$ cat src/source/isa_pkg.sv
package isa_pkg;

    localparam int INSTR_W  = 32;
    localparam int OPCODE_W = 7;
    localparam int FUNCT3_W = 3;
    localparam int FUNCT7_W = 7;

    typedef logic [INSTR_W-1:0]  instr_word_t;
    typedef logic [OPCODE_W-1:0] opcode_t;
    typedef logic [FUNCT3_W-1:0] funct3_t;
    typedef logic [FUNCT7_W-1:0] funct7_t;

    localparam opcode_t OP_REG    = 7'b0110011;
    localparam opcode_t OP_IMM    = 7'b0010011;
    localparam opcode_t OP_LOAD   = 7'b0000011;
    localparam opcode_t OP_STORE  = 7'b0100011;
    localparam opcode_t OP_BRANCH = 7'b1100011;
    localparam opcode_t OP_LUI    = 7'b0110111;
    localparam opcode_t OP_JALR   = 7'b1100111;
    localparam opcode_t OP_SYSTEM = 7'b1110011;   // break

    localparam funct3_t F3_ADD = 3'b000;
    localparam funct3_t F3_SLT = 3'b010;
    localparam funct3_t F3_AND = 3'b111;

    localparam funct3_t F3_BEQ = 3'b000;
    localparam funct3_t F3_BNE = 3'b001;
    localparam funct3_t F3_BLT = 3'b100;
    localparam funct3_t F3_BGE = 3'b101;

    // load and store sizes
    localparam funct3_t F3_B  = 3'b000;
    localparam funct3_t F3_H  = 3'b001;
    localparam funct3_t F3_W  = 3'b010;
    localparam funct3_t F3_D  = 3'b011;
    localparam funct3_t F3_BU = 3'b100;
    localparam funct3_t F3_HU = 3'b101;
    localparam funct3_t F3_WU = 3'b110;

    localparam funct7_t F7_SUB = 7'b0100000;

    typedef enum logic [3:0] {
        cls_alu, cls_slt, cls_load, cls_store, cls_branch,
        cls_lui, cls_jalr, cls_nop, cls_break
    } instr_class_e;

    typedef enum logic [1:0] {cond_eq, cond_ne, cond_ge, cond_lt} branch_cond_e;

endpackage

$ cat src/source/ctrl_pkg.sv
package ctrl_pkg;

    import isa_pkg::*;

    typedef enum logic [3:0] {
        st_reset, st_wait, st_fetch, st_decode, st_execute,
        st_wb_alu, st_wb_one, st_wb_zero, st_jalr_link,
        st_load_wait, st_load_read, st_load_wb,
        st_store_read, st_store_wait, st_store_write,
        st_halt
    } state_e;

    typedef enum logic [2:0] {
        alu_none = 3'b000,
        alu_add  = 3'b001,
        alu_sub  = 3'b010,
        alu_and  = 3'b011,
        alu_sge  = 3'b101,
        alu_slt  = 3'b110
    } alu_op_e;

    typedef enum logic [1:0] {
        a_pc   = 2'b00,
        a_rs1  = 2'b01,
        a_zero = 2'b11
    } src_a_e;

    typedef enum logic [1:0] {b_rs2, b_four, b_imm, b_imm_shifted} src_b_e;

    typedef enum logic {
        pc_alu_out    = 1'b0,   // registered target
        pc_alu_result = 1'b1    // pc + 4 straight from the ALU
    } pc_src_e;

    // load codes match the datapath extend mux
    typedef enum logic [3:0] {
        wb_alu_out = 4'b0000,
        wb_one     = 4'b0010,
        wb_zero    = 4'b0011,
        wb_pc      = 4'b0100,
        wb_ld      = 4'b0101,
        wb_lb      = 4'b0110,
        wb_lh      = 4'b0111,
        wb_lw      = 4'b1000,
        wb_lbu     = 4'b1001,
        wb_lhu     = 4'b1010,
        wb_lwu     = 4'b1011
    } wb_sel_e;

    typedef enum logic [1:0] {st_d, st_w, st_h, st_b} store_size_e;

    typedef struct packed {
        instr_class_e cls;
        alu_op_e      alu_op;
        logic         use_imm;
        wb_sel_e      wb_sel;
        store_size_e  store_size;
        branch_cond_e cond;
    } dec_t;

    typedef struct packed {
        logic zero;
        logic less;
    } alu_flags_t;

    typedef struct packed {
        logic        dp_reset;
        logic        pc_write;
        logic        ir_load;
        logic        a_load;
        logic        b_load;
        logic        alu_out_load;
        logic        mdr_load;
        logic        rf_write;
        logic        mem_write;
        alu_op_e     alu_op;
        src_a_e      src_a;
        src_b_e      src_b;
        pc_src_e     pc_src;
        wb_sel_e     wb_sel;
        store_size_e store_size;
    } ctrl_t;

    localparam dec_t DEC_NOP = '{cls: cls_nop, alu_op: alu_none, use_imm: 1'b0,
                                 wb_sel: wb_alu_out, store_size: st_d, cond: cond_eq};

    localparam ctrl_t CTRL_IDLE = '{alu_op: alu_none, src_a: a_pc, src_b: b_rs2,
                                    pc_src: pc_alu_result, wb_sel: wb_alu_out,
                                    store_size: st_d, default: 1'b0};

endpackage

$ cat src/source/control_encoder.sv
`timescale 1ns/1ps

module control_encoder
    import isa_pkg::*;
    import ctrl_pkg::*;
(
    input  state_e     state,
    input  dec_t       dec,
    input  alu_flags_t flags,
    output ctrl_t      ctrl
);

    logic branch_taken;

    always_comb begin
        case (dec.cond)
            cond_eq: branch_taken = flags.zero;
            cond_ne: branch_taken = ~flags.zero;
            cond_lt: branch_taken = flags.less;
            default: branch_taken = ~flags.less;   // ge
        endcase
    end

    always_comb begin
        ctrl = CTRL_IDLE;
        case (state)
            st_reset: begin
                ctrl.dp_reset = 1'b1;
            end
            st_fetch: begin
                ctrl.ir_load  = 1'b1;
                ctrl.pc_write = 1'b1;
                ctrl.pc_src   = pc_alu_result;
                ctrl.alu_op   = alu_add;   // pc + 4
                ctrl.src_a    = a_pc;
                ctrl.src_b    = b_four;
            end
            st_decode: begin
                ctrl.a_load       = 1'b1;
                ctrl.b_load       = 1'b1;
                ctrl.alu_out_load = 1'b1;   // branch target kept in alu_out
                ctrl.alu_op       = alu_add;
                ctrl.src_a        = a_pc;
                ctrl.src_b        = b_imm_shifted;
            end
            st_execute: begin
                ctrl.alu_op = dec.alu_op;
                if (dec.cls == cls_lui) begin
                    ctrl.src_a = a_zero;
                end else begin
                    ctrl.src_a = a_rs1;
                end
                if (dec.use_imm) begin
                    ctrl.src_b = b_imm;
                end else begin
                    ctrl.src_b = b_rs2;
                end
                case (dec.cls)
                    cls_alu, cls_slt, cls_lui, cls_jalr, cls_load, cls_store: begin
                        ctrl.alu_out_load = 1'b1;
                    end
                    cls_branch: begin
                        ctrl.pc_write = branch_taken;
                        ctrl.pc_src   = pc_alu_out;
                    end
                    default: begin
                        ctrl.alu_out_load = 1'b0;
                    end
                endcase
            end
            st_wb_alu: begin
                ctrl.rf_write = 1'b1;
                ctrl.wb_sel   = wb_alu_out;
            end
            st_wb_one: begin
                ctrl.rf_write = 1'b1;
                ctrl.wb_sel   = wb_one;
            end
            st_wb_zero: begin
                ctrl.rf_write = 1'b1;
                ctrl.wb_sel   = wb_zero;
            end
            st_jalr_link: begin
                ctrl.rf_write = 1'b1;
                ctrl.wb_sel   = wb_pc;   // rd = return address
                ctrl.pc_write = 1'b1;
                ctrl.pc_src   = pc_alu_out;
            end
            st_load_read, st_store_read: begin
                ctrl.mdr_load = 1'b1;
            end
            st_load_wb: begin
                ctrl.rf_write = 1'b1;
                ctrl.wb_sel   = dec.wb_sel;   // size and sign of the load
            end
            st_store_write: begin
                ctrl.mem_write  = 1'b1;
                ctrl.store_size = dec.store_size;
            end
            default: begin
                ctrl = CTRL_IDLE;   // wait states and halt
            end
        endcase
    end

endmodule

$ cat src/source/control_unit.sv
`timescale 1ns/1ps

module control_unit
    import isa_pkg::*;
    import ctrl_pkg::*;
(
    input  logic        CLK,
    input  logic        RST,
    input  instr_word_t instr,
    input  alu_flags_t  flags,
    output ctrl_t       ctrl
);

    dec_t   dec;
    state_e state;

    instr_decoder i_instr_decoder (
        .instr (instr),
        .dec   (dec)
    );

    sequencer i_sequencer (
        .CLK   (CLK),
        .RST   (RST),
        .cls   (dec.cls),
        .less  (flags.less),
        .state (state)
    );

    control_encoder i_control_encoder (
        .state (state),
        .dec   (dec),
        .flags (flags),
        .ctrl  (ctrl)
    );

endmodule

$ cat src/source/instr_decoder.sv
`timescale 1ns/1ps

module instr_decoder
    import isa_pkg::*;
    import ctrl_pkg::*;
(
    input  instr_word_t instr,
    output dec_t        dec
);

    opcode_t opcode;
    funct3_t funct3;
    funct7_t funct7;

    assign opcode = instr[OPCODE_W-1:0];
    assign funct3 = instr[14:12];
    assign funct7 = instr[31:25];

    always_comb begin
        dec = DEC_NOP;   // unknown encodings fall through as nop
        case (opcode)
            OP_REG: begin
                dec.cls    = cls_alu;
                dec.alu_op = alu_add;
                if (funct3 == F3_ADD && funct7 == F7_SUB) begin
                    dec.alu_op = alu_sub;
                end else if (funct3 == F3_AND && funct7 == '0) begin
                    dec.alu_op = alu_and;
                end else if (funct3 == F3_SLT && funct7 == '0) begin
                    dec.cls    = cls_slt;
                    dec.alu_op = alu_slt;
                end else if (funct3 != F3_ADD || funct7 != '0) begin
                    dec = DEC_NOP;
                end
            end
            OP_IMM: begin
                dec.use_imm = 1'b1;
                if (instr[31:7] == '0) begin
                    dec = DEC_NOP;   // addi x0, x0, 0
                end else if (funct3 == F3_ADD) begin
                    dec.cls    = cls_alu;
                    dec.alu_op = alu_add;
                end else if (funct3 == F3_SLT) begin
                    dec.cls    = cls_slt;
                    dec.alu_op = alu_slt;
                end else begin
                    dec = DEC_NOP;
                end
            end
            OP_LOAD: begin
                dec.cls     = cls_load;
                dec.alu_op  = alu_add;   // address = rs1 + imm
                dec.use_imm = 1'b1;
                case (funct3)
                    F3_D:    dec.wb_sel = wb_ld;
                    F3_B:    dec.wb_sel = wb_lb;
                    F3_H:    dec.wb_sel = wb_lh;
                    F3_W:    dec.wb_sel = wb_lw;
                    F3_BU:   dec.wb_sel = wb_lbu;
                    F3_HU:   dec.wb_sel = wb_lhu;
                    F3_WU:   dec.wb_sel = wb_lwu;
                    default: dec = DEC_NOP;
                endcase
            end
            OP_STORE: begin
                dec.cls     = cls_store;
                dec.alu_op  = alu_add;
                dec.use_imm = 1'b1;
                case (funct3)
                    F3_D:    dec.store_size = st_d;
                    F3_W:    dec.store_size = st_w;
                    F3_H:    dec.store_size = st_h;
                    F3_B:    dec.store_size = st_b;
                    default: dec = DEC_NOP;
                endcase
            end
            OP_BRANCH: begin
                dec.cls = cls_branch;
                case (funct3)
                    F3_BEQ: begin
                        dec.cond   = cond_eq;
                        dec.alu_op = alu_sub;
                    end
                    F3_BNE: begin
                        dec.cond   = cond_ne;
                        dec.alu_op = alu_sub;
                    end
                    F3_BLT: begin
                        dec.cond   = cond_lt;
                        dec.alu_op = alu_slt;
                    end
                    F3_BGE: begin
                        dec.cond   = cond_ge;
                        dec.alu_op = alu_slt;
                    end
                    default: dec = DEC_NOP;
                endcase
            end
            OP_LUI: begin
                dec.cls     = cls_lui;
                dec.alu_op  = alu_add;   // 0 + upper immediate
                dec.use_imm = 1'b1;
            end
            OP_JALR: begin
                if (funct3 == F3_ADD) begin
                    dec.cls     = cls_jalr;
                    dec.alu_op  = alu_add;
                    dec.use_imm = 1'b1;
                end
            end
            OP_SYSTEM: dec.cls = cls_break;
            default: dec = DEC_NOP;
        endcase
    end

endmodule

$ cat src/source/sequencer.sv
`timescale 1ns/1ps

module sequencer
    import isa_pkg::*;
    import ctrl_pkg::*;
(
    input  logic         CLK,
    input  logic         RST,
    input  instr_class_e cls,
    input  logic         less,
    output state_e       state
);

    state_e next_state;

    always_ff @(posedge CLK or posedge RST) begin
        if (RST) begin
            state <= st_reset;
        end else begin
            state <= next_state;
        end
    end

    always_comb begin
        next_state = st_wait;
        case (state)
            st_reset:  next_state = st_wait;
            st_wait:   next_state = st_fetch;
            st_fetch:  next_state = st_decode;
            st_decode: next_state = st_execute;

            st_execute: begin
                case (cls)
                    cls_alu, cls_lui: begin
                        next_state = st_wb_alu;
                    end
                    cls_slt: begin
                        // less is valid here, the ALU runs slt this cycle
                        if (less) begin
                            next_state = st_wb_one;
                        end else begin
                            next_state = st_wb_zero;
                        end
                    end
                    cls_jalr:  next_state = st_jalr_link;
                    cls_load:  next_state = st_load_wait;
                    cls_store: next_state = st_store_read;
                    cls_break: next_state = st_halt;
                    default:   next_state = st_wait;   // branch, nop
                endcase
            end

            // single write-back cycles
            st_wb_alu:    next_state = st_wait;
            st_wb_one:    next_state = st_wait;
            st_wb_zero:   next_state = st_wait;
            st_jalr_link: next_state = st_wait;

            // load path
            st_load_wait: next_state = st_load_read;
            st_load_read: next_state = st_load_wb;
            st_load_wb:   next_state = st_wait;

            // store path, read first for partial writes
            st_store_read:  next_state = st_store_wait;
            st_store_wait:  next_state = st_store_write;
            st_store_write: next_state = st_wait;

            st_halt: next_state = st_halt;   // until reset
            default: next_state = st_reset;
        endcase
    end

endmodule
$ cat config.mk
export PLATFORM = sky130hd
export DESIGN_NAME = control_unit
export DESIGN_NICKNAME = d
export VERILOG_FILES = /design/src/source/isa_pkg.sv /design/src/source/ctrl_pkg.sv /design/src/source/control_encoder.sv /design/src/source/control_unit.sv /design/src/source/instr_decoder.sv /design/src/source/sequencer.sv
export SDC_FILE = /design/constraint.sdc
export NUM_CORES = 1
export LEC_CHECK = 0
export ABC_CLOCK_PERIOD_IN_PS = 3600
export BUFFER_PORTS_ARGS = -buffer_cell sky130_fd_sc_hd__buf_2
export CORE_ASPECT_RATIO = 0.75
export CORE_UTILIZATION = 35
export DETAILED_ROUTE_END_ITERATION = 6
export HOLD_SLACK_MARGIN = 0.12
export PLACE_DENSITY_LB_ADDON = 0.2
export SLEW_MARGIN = 20
export SYNTH_ARGS = -nofsm -noshare
export SYNTH_HDL_FRONTEND = slang
export SYNTH_SLANG_ARGS = --single-unit
$ cat constraint.sdc
create_clock -name CLK -period 3.6 [get_ports CLK]
set_input_delay 0.54 -clock CLK [delete_from_list [all_inputs] [get_ports CLK]]
set_output_delay 0.54 -clock CLK [all_outputs]
set_load 0.02 [all_outputs]
======== Word level (Yosys, flattened, before mapping) ========
Cells that the tools add are included.
storage, ports and cells
  register bits ........................... 4
  bits in latches ......................... 0
  bits in writable memories ............... 0
  memory bits (read-only) ................. 0
  input bits .............................. 36
  output and inout bits ................... 23
  word-level logic and storage cells ...... 112
  memories ................................ 0
cells by class
  $add $sub $neg .......................... 0
  multiply operators ...................... 0
  div/mod/pow operators ................... 0
  order comparisons ....................... 0
  equal/unequal tests ..................... 40
  shift operators ......................... 0
  muxes and demuxes ....................... 46
  bitwise logic cells ..................... 2
  reductions and logical operators ........ 23
operators with widths
  kind                  number
  $pmux W4 S7           2
  $mux W9               5
  $pmux W4 S10          1
  $pmux W8 S5           1
  $eq A4 B4 Y1 const B  9
  $pmux W4 S8           1
  $eq A4 B3 Y1 const B  7
  $eq A7 B6 Y1 const B  4
  $logic_not A25 Y1     1
  $pmux W4 S6           1
  $eq A7 B7 Y1 const B  3
  $mux W7               3
  $pmux W7 S3           1
  $eq A4 B2 Y1 const B  4
  $mux W16              1
  $pmux W4 S4           1
  $mux W15              1
  $reduce_or A7 Y1      2
  $eq A3 B3 Y1 const B  4
  $pmux W2 S3           2
  $mux W11              1
  $mux W2               5
  $reduce_or A2 Y1      5
  $mux W1               9
  other kinds (26)      37

======== Longest topological paths before layout ========
  depth in word-level cells ............... 11
  depth in mapped cells ................... 8
  mapped depth without buffers ............ 7

======== Modules after synthesis ========
A second synthesis with hierarchy kept.
unflattened totals
  cell total of the unflattened synthesis .. 190
  area total of the unflattened synthesis .. 1,265.0 µm²
modules (own cells, without submodules)
  module           times used  cells an instance  area each (µm²)  seq. area each (µm²)
  instr_decoder    1           102                633.1            0.0
  control_encoder  1           52                 341.6            0.0
  sequencer        1           36                 290.3            100.1

======== Least setup slack after synthesis ========
OpenSTA, ideal clock, no wires.
  path kind ............................... input to output
  from .................................... in instr[13]
  to ...................................... out ctrl[11] (netlist name)
  data arrival time ....................... 2.493 ns
  data required time ...................... 3.060 ns
  slack ................................... 0.567 ns
  stages .................................. 7
  buffers on the path ..................... 1
  path through ............................ buf_4 > or3_4 > a2111o_1 > and2_4 > a211oi_4 > a22oi_1 > a21oi_1
RTL lines
  element          line                RTL
  start, declared  control_unit.sv:9   input instr_word_t instr,
  end, declared    control_unit.sv:11  output ctrl_t ctrl

==> results_dict.tcl <==
set metrics [dict create \
    postRouteAntennaNets 0 \
    ys_top_cells_by_count "nor2_1, nand2_1, a21oi_1" \
    yosys_warnings 0 \
    synth_area_leaders "dfrtp_1, nor2_1, a21oi_1" \
    cts_tree "done" \
    h-tree-depth 1 \
    fp-row-count 17 \
    vias_per_cell 5.61 \
    end_kind "output port" \
    finalSetupViolations 0 \
    rsz0062_at_grt "no" \
    cts_made_buffers 3 \
    syn_area_per_cell_um2 6.46 \
    core_area_mm2 0.00308 \
    die_x_um 69.5 \
    hp-class "input pin to asynchronous set/reset pin" \
    vias 1526 \
    grt_pass1_vias 1243 \
    crit_path_max_fanout 5 \
    io_buffers 58 \
    power_density_mw_per_mm2 386 \
    die_height_um 52.6 \
    wl_per_cell_um 13.6 \
    yosysUniqueCellTypes 63 \
    drt_iter0_markers 144 \
    period_needed_ns 3.27 \
    cts_hold_buf 0 \
    cp.required_ns 3.06 \
    pin_count 59 \
    grt_max_degree 16 \
    clock_latency_ns 0.22 \
    path_clk_slew_ns 0.03 \
    pre_cts_slack_ns 0.334 \
    ir_drop_mv 0.208 \
    gp_congestion 0.928 \
    track_usage 0.205 \
    placed_area_mm2 0.00148 \
    crit_path_start_kind "input pin" \
    synth_area_mm2 0.00119 \
    finalCritPeriodShare 0.908 \
    drive_gt1_frac 0.303 \
    p_leak_nw 0.685 \
    dieArea_mm2 0.00365 \
    drc_errors 0 \
    finalNetCount 272 \
    cts-resized-gates 0 \
    cp-startpoint "instr[26]" \
    synthesis.nets 221 \
    synth-main-ff-cell "dfrtp_1" \
    status "completed" \
    fmax_ghz 0.306 \
    post-synth-top-count-cell "nor2_1" \
    root_buffer "clkbuf_8" \
    place_hpwl_mm 3.03 \
    post_cts_buffers 0 \
    hold_violations 0 \
    skew_ns 0.00240 \
    firstDrtPassIters 4 \
    clockBufferDepth 2 \
    antenna_found_initial 0 \
    slew_headroom 0.602 \
    n_antenna_cell 0 \
    holdWs_ns 0.201 \
    final_area_mm2 0.00152 \
    top_register "i_sequencer.state" \
    worst_slew_pin_slew_ns 0.590 \
    largest_register_ffs 4 \
    worstSetupPathType "input pin to output port" \
    slew_viol_final 0 \
    async_reset_ff_frac 1.00 \
    cts_sinks 4 \
    grt_overflow 0 \
    synth_cells 185 \
    netlist.top_cell.by_area "dfrtp_1" \
    synth_top_area_frac 0.0838 \
    synth-seq-cells 4 \
    maxCapViolCount 0 \
    yosysSeqAreaShare 0.0838 \
    start_util 0.387 \
    area_growth_pct 26.9 \
    crit_arrival_ns 2.73 \
    setup_ws_ns 0.333 \
    wirelength_mm 3.69 \
    synth-edff-count 0 \
    grt_pass1_wl_mm 5.93 \
    reg_top3 "i_sequencer.state x4" \
    r2r-start "i_sequencer.state[2]" \
    tns_ns 0 \
]
layout make-up:
type	instances	area, um2
flip-flops and latches	4	100
well taps	38	47.5
fillers	331	1570
inverters	10	37.5
clock buffers	3	41.3
multi-input cells	158	992
repair buffers	59	298
critical path, cell delays in order:
cell and delay (ns):
buf_2 0.09, or4_1 0.55, or4_4 0.47, a211o_1 0.29
o211a_2 0.17, o41ai_1 0.37, a21oi_1 0.06, buf_2 0.17
power breakdown:
part	internal (W)	switching [W]	total (W)
registers	0.0000608	0.0000498	0.000111
clock network	0.0000712	0.0000233	0.0000945
logic	0.000144	0.000237	0.000381
final timing paths:
kind / end / slack (ns) / cells after the start
hold / removal: i_sequencer.state[3] / 0.20 / 2
min in group CLK: i_sequencer.state[3] / 0.73 / 2
setup / recovery: ctrl[11] / 0.33 / 8
hold reg to reg: i_sequencer.state[3] / 0.73 / 2
max in group asynchronous: i_sequencer.state[0] / 3.24 / 2
setup reg to reg: i_sequencer.state[0] / 1.82 / 6
kinds of logic after synthesis:
group	count (synthesis)	synth area share
flops	4	0.0838
xor+xnor	5	0.0366
simple gates	93	0.426
buf+inv	23	0.0859
mux	1	0.00838
compound gates	58	0.351
fa+ha+maj	1	0.00838
cell usage in the layout, fill, tap and decap left out, types with 4 or more instances in the layout:
cell type,n
a211oi_1,5
a21oi_1,14
buf_2,58
dfrtp_1,4
inv_1,10
nand2_1,15
nand2b_1,8
nand3_1,5
nor2_1,21
nor2b_1,4
nor3_1,10
nor4_1,5
o21ai_0,10
xnor2_1,4
stage by stage:
step	std cells	power, W	util
5_1_grt	272	0.000636	0.492
4_1_cts	272	0.000585	0.492
3_3_place_gp	269	0.000491	0.478
6_report	272	0.000586	0.492
2_1_floorplan	185	0.000385	-
3_5_place_dp	269	0.000486	0.478
metal layers:
metal,vias to the layer above,global-route usage,part of all wire
met2,60,0.298,0.40
met5,-,0,0
met4,0,0.0646,0.017
met3,6,0.0269,0.075
li1,797,-,-
met1,663,0.306,0.51
(Power assumes the default switching activity.)
